===== config.mk =====
export PLATFORM = sky130hd
export DESIGN_NAME = etx
export DESIGN_NICKNAME = d
export VERILOG_FILES = /design/src/hdl/etx_pkg.sv /design/src/hdl/etx_regs_pkg.sv /design/src/hdl/etx_cfg.sv /design/src/hdl/etx_fifo.sv /design/src/hdl/etx_arbiter.sv /design/src/hdl/etx_protocol.sv /design/src/hdl/etx.sv
export SDC_FILE = /design/constraint.sdc
export NUM_CORES = 2
export LEC_CHECK = 0
export BUFFER_PORTS_ARGS = -buffer_cell sky130_fd_sc_hd__buf_2
export CORE_MARGIN = 2
export CORE_UTILIZATION = 30
export CTS_CLUSTER_DIAMETER = 40
export DETAILED_ROUTE_END_ITERATION = 12
export GPL_ROUTABILITY_DRIVEN = 1
export GPL_TIMING_DRIVEN = 1
export PLACE_DENSITY = 0.53
export SYNTH_ARGS = -nofsm -noshare
export SYNTH_HDL_FRONTEND = slang
export SYNTH_SLANG_ARGS = --single-unit

===== constraint.sdc =====
create_clock -name mi_clk -period 19.15 [get_ports mi_clk]
set_input_delay 1.915 -clock mi_clk [delete_from_list [all_inputs] [get_ports mi_clk]]
set_output_delay 1.915 -clock mi_clk [all_outputs]
set_load 0.02 [all_outputs]

===== src/hdl/etx_pkg.sv =====
package etx_pkg;

   // Packet kind, carried in header byte bits 5:4
   typedef enum logic [1:0]
   {
      cmd_write = 2'd0,                            // Remote write request
      cmd_read  = 2'd1,                            // Remote read request
      cmd_rresp = 2'd2                             // Read response
   } etx_cmd_t;

   // Field order matches the byte order on the link
   typedef struct packed
   {
      etx_cmd_t    cmd;                            // Header bits 5:4
      logic [3:0]  ctrlmode;                       // Header bits 3:0
      logic [31:0] dst_addr;                       // Bytes 1-4, MSB first
      logic [31:0] data;                           // Bytes 5-8
      logic [31:0] src_addr;                       // Bytes 9-12
   } etx_packet_t;

   // Burst layout
   localparam int PKT_BYTES  = 13;                 // Header plus three words
   localparam int PKT_BITS   = PKT_BYTES * 8;      // Shift register width
   localparam int BYTE_CNT_W = $clog2(PKT_BYTES);  // Byte counter width

   // Chip ID field inside dst_addr
   localparam int ID_MSB = 31;
   localparam int ID_LSB = 20;

   // Packet queues
   localparam int FIFO_DEPTH = 8;                  // Entries per queue
   localparam int FIFO_AW    = $clog2(FIFO_DEPTH); // Pointer width
   localparam int FIFO_AFULL = 6;                  // Wait threshold

endpackage


===== src/hdl/etx_regs_pkg.sv =====
package etx_regs_pkg;

   // Word address, taken from mi_addr[3:2]
   typedef enum logic [1:0]
   {
      reg_cfg    = 2'd0,                           // 0x0 enable, bypass, ctrlmode
      reg_id     = 2'd1,                           // 0x4 chip ID
      reg_status = 2'd2                            // 0x8 status, read only
   } etx_reg_t;

   localparam int REG_ADDR_MSB = 3;
   localparam int REG_ADDR_LSB = 2;

   // reg_cfg fields
   localparam int CFG_EN_BIT = 0;
   localparam int CFG_BP_BIT = 1;
   localparam int CFG_CM_MSB = 7;
   localparam int CFG_CM_LSB = 4;
   localparam int ID_W       = 12;                 // reg_id bits 11:0

   // reg_status fields
   localparam int ST_FULL_MSB = 2;                 // rr, rd, wr full
   localparam int ST_FULL_LSB = 0;
   localparam int ST_OVF_MSB  = 5;                 // rr, rd, wr overflow
   localparam int ST_OVF_LSB  = 3;
   localparam int ST_ACCESS   = 6;                 // Packet held by arbiter

   typedef struct packed
   {
      logic            enable;                     // Arbiter may select
      logic            ctrlmode_bp;                // Replace packet ctrlmode
      logic [3:0]      ctrlmode;                   // Replacement value
      logic [ID_W-1:0] chip_id;                    // Own chip ID
   } etx_cfg_t;

   localparam etx_cfg_t CFG_RESET = '{enable: 1'b0, ctrlmode_bp: 1'b0,
                                      ctrlmode: 4'h0, chip_id: '0};

endpackage


===== src/hdl/etx_cfg.sv =====
`timescale 1ns/1ps

module etx_cfg import etx_regs_pkg::*;
(
   input  logic        mi_clk,
   input  logic        rst,
   input  logic        mi_en,
   input  logic        mi_we,
   input  logic [19:0] mi_addr,
   input  logic [31:0] mi_din,
   input  logic [31:0] status,                     // Full, overflow pulses, access
   output logic [31:0] mi_dout,
   output etx_cfg_t    cfg
);

   etx_reg_t    reg_addr;                          // Decoded word address
   logic        wr_en;                             // Register write strobe
   logic        rd_en;                             // Register read strobe
   logic [2:0]  ovf_q;                             // Sticky overflow flags
   logic [31:0] rd_data;                           // Readback mux

   assign reg_addr = etx_reg_t'(mi_addr[REG_ADDR_MSB:REG_ADDR_LSB]);
   assign wr_en    = mi_en & mi_we;
   assign rd_en    = mi_en & ~mi_we;

   always_ff @(posedge mi_clk)
   begin
      if (rst)
         cfg <= CFG_RESET;
      else if (wr_en && reg_addr == reg_cfg)
      begin
         cfg.enable      <= mi_din[CFG_EN_BIT];
         cfg.ctrlmode_bp <= mi_din[CFG_BP_BIT];
         cfg.ctrlmode    <= mi_din[CFG_CM_MSB:CFG_CM_LSB];
      end
      else if (wr_en && reg_addr == reg_id)
         cfg.chip_id <= mi_din[ID_W-1:0];
   end

   // New overflow pulses win over a clear in the same cycle
   always_ff @(posedge mi_clk)
   begin
      if (rst)
         ovf_q <= 3'b000;
      else if (wr_en && reg_addr == reg_status)
         ovf_q <= (ovf_q & ~mi_din[ST_OVF_MSB:ST_OVF_LSB]) | status[ST_OVF_MSB:ST_OVF_LSB];
      else
         ovf_q <= ovf_q | status[ST_OVF_MSB:ST_OVF_LSB];
   end

   always_comb
   begin
      case (reg_addr)
         reg_cfg:    rd_data = {24'h0, cfg.ctrlmode, 2'b00, cfg.ctrlmode_bp, cfg.enable};
         reg_id:     rd_data = {{(32-ID_W){1'b0}}, cfg.chip_id};
         reg_status: rd_data = {25'h0, status[ST_ACCESS], ovf_q,
                                status[ST_FULL_MSB:ST_FULL_LSB]};
         default:    rd_data = 32'h0;              // Unmapped word
      endcase
   end

   always_ff @(posedge mi_clk)
   begin
      if (rst)
         mi_dout <= 32'h0;
      else if (rd_en)
         mi_dout <= rd_data;                       // Valid one cycle after mi_en
   end

endmodule


===== src/hdl/etx_fifo.sv =====
`timescale 1ns/1ps

module etx_fifo import etx_pkg::*;
(
   input  logic        mi_clk,
   input  logic        rst,
   input  logic        wr,                         // Push strobe
   input  etx_packet_t din,
   input  logic        rd,                         // Pop strobe
   output etx_packet_t dout,                       // Head packet
   output logic        empty,
   output logic        full,
   output logic        almost_full,                // Source must stop
   output logic        overflow                    // Lost push
);

   etx_packet_t        mem [FIFO_DEPTH];           // Packet storage
   logic [FIFO_AW-1:0] wr_ptr;
   logic [FIFO_AW-1:0] rd_ptr;
   logic [FIFO_AW:0]   count;                      // Entries held
   logic               push;
   logic               pop;

   assign push = wr & ~full;
   assign pop  = rd & ~empty;

   always_ff @(posedge mi_clk)
   begin
      if (push)
         mem[wr_ptr] <= din;
   end

   always_ff @(posedge mi_clk)
   begin
      if (rst)
      begin
         wr_ptr <= '0;
         rd_ptr <= '0;
         count  <= '0;
      end
      else
      begin
         if (push)
            wr_ptr <= wr_ptr + 1'b1;               // Wraps at depth
         if (pop)
            rd_ptr <= rd_ptr + 1'b1;
         if (push && !pop)
            count <= count + 1'b1;
         else if (pop && !push)
            count <= count - 1'b1;
      end
   end

   assign dout        = mem[rd_ptr];               // Head visible after the write edge
   assign empty       = (count == '0);
   assign full        = (count == (FIFO_AW+1)'(FIFO_DEPTH));
   assign almost_full = (count >= (FIFO_AW+1)'(FIFO_AFULL));
   assign overflow    = wr & full;                 // One pulse per lost strobe

endmodule


===== src/hdl/etx_arbiter.sv =====
`timescale 1ns/1ps

module etx_arbiter import etx_pkg::*, etx_regs_pkg::*;
(
   input  logic        mi_clk,
   input  logic        rst,
   input  etx_cfg_t    cfg,
   input  logic        wr_empty,
   input  logic        rd_empty,
   input  logic        rr_empty,
   input  etx_packet_t wr_head,
   input  etx_packet_t rd_head,
   input  etx_packet_t rr_head,
   input  logic        txi_wr_wait,                // Remote write push-back
   input  logic        txi_rd_wait,                // Remote read push-back
   input  logic        etx_ack,                    // Protocol took the packet
   output logic        wr_pop,
   output logic        rd_pop,
   output logic        rr_pop,
   output logic        etx_access,
   output etx_packet_t etx_packet
);

   logic        can_sel;                           // Free to pick a new packet
   logic        wr_ok;
   logic        rd_ok;
   logic        rr_ok;
   etx_packet_t sel_pkt;                           // Winner before override

   // Push-back gates new selections only
   assign wr_ok   = ~wr_empty & ~txi_wr_wait;
   assign rd_ok   = ~rd_empty & ~txi_rd_wait;
   assign rr_ok   = ~rr_empty & ~txi_wr_wait;     // Responses travel as writes
   assign can_sel = cfg.enable & ~etx_access;

   assign rr_pop = can_sel & rr_ok;                // Highest priority
   assign rd_pop = can_sel & rd_ok & ~rr_ok;
   assign wr_pop = can_sel & wr_ok & ~rr_ok & ~rd_ok;

   always_comb
   begin
      if (rr_ok)
         sel_pkt = rr_head;
      else if (rd_ok)
         sel_pkt = rd_head;
      else
         sel_pkt = wr_head;
      if (cfg.ctrlmode_bp)
         sel_pkt.ctrlmode = cfg.ctrlmode;          // Config overrides packet
   end

   always_ff @(posedge mi_clk)
   begin
      if (rst)
         etx_access <= 1'b0;
      else if (rr_pop || rd_pop || wr_pop)
         etx_access <= 1'b1;                       // Rises one cycle after pop
      else if (etx_ack)
         etx_access <= 1'b0;
   end

   always_ff @(posedge mi_clk)
   begin
      if (rr_pop || rd_pop || wr_pop)
         etx_packet <= sel_pkt;                    // Held until ack
   end

endmodule


===== src/hdl/etx_protocol.sv =====
`timescale 1ns/1ps

module etx_protocol import etx_pkg::*;
(
   input  logic        mi_clk,
   input  logic        rst,
   input  logic        etx_access,                 // Packet waiting
   input  etx_packet_t etx_packet,
   output logic        etx_ack,                    // Packet latched
   output logic        txo_frame,                  // High for the whole burst
   output logic [7:0]  txo_data                    // One byte per cycle
);

   typedef enum logic [1:0]
   {
      st_idle = 2'd0,                              // Ready for a packet
      st_send = 2'd1,                              // Bytes on the link
      st_gap  = 2'd2                               // Idle cycle between bursts
   } etx_state_t;

   etx_state_t            state;
   logic [BYTE_CNT_W-1:0] byte_cnt;                // Byte being sent
   logic [PKT_BITS-1:0]   shreg;                   // Burst bytes, header on top
   logic                  last_byte;

   assign etx_ack   = (state == st_idle) & etx_access;
   assign last_byte = (byte_cnt == BYTE_CNT_W'(PKT_BYTES - 1));

   always_ff @(posedge mi_clk)
   begin
      if (rst)
      begin
         state    <= st_idle;
         byte_cnt <= '0;
      end
      else
      begin
         case (state)
            st_idle:
            begin
               byte_cnt <= '0;
               if (etx_ack)
                  state <= st_send;                // Burst starts next cycle
            end
            st_send:
            begin
               byte_cnt <= byte_cnt + 1'b1;
               if (last_byte)
                  state <= st_gap;
            end
            st_gap:
            begin
               byte_cnt <= '0;
               state    <= st_idle;
            end
            default:
            begin
               byte_cnt <= '0;
               state    <= st_idle;
            end
         endcase
      end
   end

   // Header byte, then dst_addr, data, src_addr, each MSB first
   always_ff @(posedge mi_clk)
   begin
      if (etx_ack)
         shreg <= {2'b00, etx_packet.cmd, etx_packet.ctrlmode,
                   etx_packet.dst_addr, etx_packet.data, etx_packet.src_addr};
      else if (state == st_send)
         shreg <= shreg << 8;                      // Next byte to the top
   end

   assign txo_frame = (state == st_send);
   assign txo_data  = txo_frame ? shreg[PKT_BITS-1 -: 8] : 8'h00; // Quiet between bursts

endmodule


===== src/hdl/etx.sv =====
`timescale 1ns/1ps

module etx import etx_pkg::*, etx_regs_pkg::*;
(
   input  logic        mi_clk,
   input  logic        rst,
   input  logic        mi_en,
   input  logic        mi_we,
   input  logic [19:0] mi_addr,
   input  logic [31:0] mi_din,
   output logic [31:0] mi_dout,
   input  logic        txwr_access,                // Write request strobe
   input  etx_packet_t txwr_packet,
   output logic        txwr_wait,
   input  logic        txrd_access,                // Read request strobe
   input  etx_packet_t txrd_packet,
   output logic        txrd_wait,
   input  logic        txrr_access,                // Read response strobe
   input  etx_packet_t txrr_packet,
   output logic        txrr_wait,
   input  logic        txi_wr_wait,
   input  logic        txi_rd_wait,
   output logic        txo_frame,
   output logic [7:0]  txo_data
);

   etx_cfg_t    cfg;
   logic [31:0] status;                            // Fed to reg_status
   logic        txwr_push, txrd_push;              // After chip ID drop
   logic        txwr_empty, txrd_empty, txrr_empty;
   logic        txwr_full, txrd_full, txrr_full;
   logic        txwr_ovf, txrd_ovf, txrr_ovf;      // Lost strobe pulses
   logic        txwr_pop, txrd_pop, txrr_pop;
   etx_packet_t txwr_head, txrd_head, txrr_head;
   logic        etx_access, etx_ack;
   etx_packet_t etx_packet;                        // Packet held by arbiter

   // Requests addressed to this chip never enter a queue
   assign txwr_push = txwr_access & (txwr_packet.dst_addr[ID_MSB:ID_LSB] != cfg.chip_id);
   assign txrd_push = txrd_access & (txrd_packet.dst_addr[ID_MSB:ID_LSB] != cfg.chip_id);

   assign status = {25'h0, etx_access, txrr_ovf, txrd_ovf, txwr_ovf,
                    txrr_full, txrd_full, txwr_full};

   etx_cfg cfg0 (.mi_clk, .rst, .mi_en, .mi_we, .mi_addr, .mi_din, .status, .mi_dout, .cfg);

   etx_fifo txwr_fifo (.mi_clk, .rst, .wr(txwr_push), .din(txwr_packet), .rd(txwr_pop),
                       .dout(txwr_head), .empty(txwr_empty), .full(txwr_full),
                       .almost_full(txwr_wait), .overflow(txwr_ovf));

   etx_fifo txrd_fifo (.mi_clk, .rst, .wr(txrd_push), .din(txrd_packet), .rd(txrd_pop),
                       .dout(txrd_head), .empty(txrd_empty), .full(txrd_full),
                       .almost_full(txrd_wait), .overflow(txrd_ovf));

   etx_fifo txrr_fifo (.mi_clk, .rst, .wr(txrr_access), .din(txrr_packet), .rd(txrr_pop),
                       .dout(txrr_head), .empty(txrr_empty), .full(txrr_full),
                       .almost_full(txrr_wait), .overflow(txrr_ovf));

   etx_arbiter arb0 (.mi_clk, .rst, .cfg,
                     .wr_empty(txwr_empty), .rd_empty(txrd_empty), .rr_empty(txrr_empty),
                     .wr_head(txwr_head), .rd_head(txrd_head), .rr_head(txrr_head),
                     .txi_wr_wait, .txi_rd_wait, .etx_ack,
                     .wr_pop(txwr_pop), .rd_pop(txrd_pop), .rr_pop(txrr_pop),
                     .etx_access, .etx_packet);

   etx_protocol proto0 (.mi_clk, .rst, .etx_access, .etx_packet, .etx_ack,
                        .txo_frame, .txo_data);

endmodule


==> summary.md <==
| Metric | Value |
|---|---|
| Most common flop cell mapped by yosys | edfxtp_1 |
| Wire per inst | 26.4 um |
| Worst slew margin | 24.8% |
| Synth cell types | 53 |
| Post-synth EDFFs | 2652 |
| Syn_area_per_cell | 22.7 sq um |
| Initial DRC Count | 3925 |
| RSZ-0062 raised after global routing | no |
| Layout cells sized above 1 | 34.6% |
| Cell row count | 216 |
| Clk Latency, worst-skew pair | 0.86 ns |
| Synth Warn # | 0 |
| Area delta synth->final | 17.4% |
| I/O pin count | 411 |
| Total gr overflow | 0 |
| Sequential power share | 48.8% |
| Max incr delay on CP | 0.82 ns |
| Root Buffer | clkbuf_16 |
| Worst hold slack | 0.468 ns |
| Worst Skew | 0.0377 ns |
| Vias in the first global route | 49700 |
| Critical path peak fanout | 42 |
| First-pass GRT wire length | 374000 um |
| Yosys reg bits | 2733 |
| CP Buf/Inv Count | 4 |
| Slowest CP cell | buf_4 |
| Initial core utilization | 30.2% |
| Arr. time, crit path | 6.17 ns |
| Seq/Total Area, Yosys | 77.8% |
| Cell Chain, Critical Path | buf_4, buf_4, buf_4, buf_4, mux4_2, mux2_2, o22ai_1, a21oi_1 |
| I/O Buffers | 352 |
| Detailed-route DRC error count | 0 |
| Pre-CTS WS | 13.21 ns |
| Lkg Pwr | 37.6 nW |
| Vias per cell | 4.82 |
| Power per cell area | 116 nW/um^2 |
| Fillers | 31800 |
| Final setup vio count | 0 |
| Area after DPL | 112000 sq um |
| P_int | 10.9 mW |
| Crit path launch type | flip-flop |
| CTS tree | built |
| Core area | 346000 sq um |
| Async set-or-reset flop fraction in the synthesized netlist | 0% |
| Clk pwr share | 43.5% |
| Worst VDD drop | 83.2 uV |
| Via count | 48300 |
| Routability cong. | 0.764 |
| CTS Hold Bufs | 0 |
| Final nets | 5525 |
| Height of the die | 594 um |
| Final instance area | 123000 sq um |
| Net Switching | 3.31 mW |
| Switching share of power | 23.2% |
| Post-CTS setup buffers | 0 |
| Gr usage total | 14.7% |
| Max-slew violation count | 0 |
| Crit Path Class | reg -> reg |
| PnR worst setup slack | 13.55 ns |
| Max-cap violations | 0 |
| CTS Buf Count | 332 |
| Fin crit share | 29.3% |
| Initial antenna violation count | 225 |
| Total clock sinks | 2733 |
| Die Width | 594 um |
| Final Util | 35.4% |
| CTS clk-pin slew, worst paths | 0.06 ns |
| Post-Route WL | 265000 um |
| Cells after synthesis | 4595 |
| Logic pwr share | 7.7% |
| Maximum clock rate | 178 MHz |
| Drt first pass iters | 7 |
| Fin. Hold Viols | 0 |
| Largest net degree at the start of global routing | 118 |
| CP dominant cell by count | buf_4 |
| Outcome | complete, no violations |
| Worst Tran Pin Value | 1.13 ns |
| Hold/Removal Path Class | reg -> reg |
| Post-Syn Area | 104000 sq um |
| Dpl hpwl | 160000 um |
| H-Tree Depth | 5 |
| Final ANT Viol Nets | 0 |
| Kind of cell adding the most delay to the critical path | buffers and inverters |
| Longest Clk Path Bufs | 4 |
| Post-CTS sizing | 0 |
| Critical Path RT | 19.72 ns |
| Die ar. | 353000 sq um |
| Worst Setup End Kind | flip-flop |
| Setup TNS | 0 ns |
| Min cycle time layout | 5.60 ns |
[worst paths after layout]
path	from	endpoint	slack, ns	depth (start not counted)
worst max-delay path	flip-flop	arb0.etx_packet[37]	13.55	8
worst min-delay path	txrd_fifo.rd_ptr[1]	flip-flop	0.47	2
worst max register to register	flip-flop	arb0.etx_packet[37]	13.55	8
worst min register to register	txrd_fifo.rd_ptr[1]	flip-flop	0.47	2
[kinds of logic after synthesis]
kind of cell	count (synthesis)	synth area share, %
flip-flops	2733	77.8
multiplexers	1031	17.6
buffers and inverters	273	1.45
AO/OA/AOI/OAI	267	1.48
AND/OR/NAND/NOR	228	1.07
XOR/XNOR	42	0.352
adder cells (fa/ha/maj)	20	0.261
other	1	0.00359
[cell type report]
type                    count  area (sq um)  area share (%)
diodes                     45           113          0.0919
clock buffers             384          8670            7.08
clock inverters           216          2210            1.80
inverters                  20          77.6          0.0633
multi-input cells        1608         21900            17.9
flip-flops and latches   2733         81300            66.3
well taps                4578          5730            4.67
repair buffers            443          2590            2.12
[per-layer routing]
| metal | track usage [%] | vias to the layer above | share of wire [%] |
|---|---|---|---|
| met2 | 25.1 | 1431 | 50 |
| met3 | 3.90 | 662 | 7.0 |
| li1 | - | 20500 | - |
| met1 | 18.5 | 25600 | 40 |
| met5 | 0 | - | 0.24 |
| met4 | 3.74 | 106 | 3.0 |
[placed cells by master (no fill, tap or decap), drive strengths merged, types with 17 or more instances in the layout]
master    count
clkinvlp     30
nor3         24
conb         20
bufinv       30
a21oi       132
edfxtp     2652
nor2         75
xor2         32
inv          65
mux2i       121
buf         443
clkinv      111
o22ai        98
ha           17
dfxtp        81
mux4        612
diode        45
mux2        298
nand2        53
clkbuf      384
[flip-flops by register name (all words and copies together) (netlist names), named ones only]
signal,count
arb0.etx_access,1
txrd_fifo.wr_ptr,3
cfg0.ovf_q,3
proto0.byte_cnt,4
proto0.state,2
txrr_fifo.mem,816
txwr_fifo.rd_ptr,3
txrd_fifo.count,4
cfg0.cfg,18
txrr_fifo.rd_ptr,3
txrd_fifo.mem,816
txwr_fifo.count,4
arb0.etx_packet,102
txrr_fifo.wr_ptr,3
cfg0.mi_dout,12
txwr_fifo.mem,816
txrr_fifo.count,4
txwr_fifo.wr_ptr,3
txrd_fifo.rd_ptr,3
proto0.shreg,104
[power groups by stage]
stage / logic (mW) / clock network [mW] / registers [mW]
after floorplan: 0.589 / 0 / 7.12
after global placement: 1.13 / 0 / 7.06
after detailed placement: 1.15 / 0 / 7.08
after CTS: 1.15 / 6.34 / 6.96
after global routing: 1.19 / 6.57 / 6.97
final: 1.10 / 6.19 / 6.95
[synth_stat cells, types with 23 or more instances]
library cell | count | area, sq um
buf_1 | 30 | 113
nand2_1 | 51 | 191
mux2_2 | 260 | 2930
xor2_1 | 32 | 280
clkbuf_1 | 101 | 379
mux2i_1 | 121 | 1210
a21oi_1 | 132 | 661
nor3_1 | 23 | 115
nor2_1 | 75 | 282
buf_2 | 46 | 230
mux2_1 | 38 | 428
edfxtp_1 | 2652 | 79600
mux4_2 | 612 | 13800
o22ai_1 | 98 | 613
buf_4 | 37 | 278
dfxtp_1 | 81 | 1620
buf_6 | 39 | 439
[metrics by stage]
step,power [mW],instances
finish,14.2,10000
global route,14.7,9989
CTS,14.4,9982
detailed placement,8.23,9382
global placement,8.19,9382
floorplan,7.71,4614
[worst reg2reg max path: cells and delay by family, from the launching register on]
kind	cells	cell delay (ns)
AO/OA/AOI/OAI	2	0.58
buffers and inverters	4	3.08
flip-flops	1	0.71
multiplexers	2	0.96
Note: power is estimated with default switching activity, not from simulation.
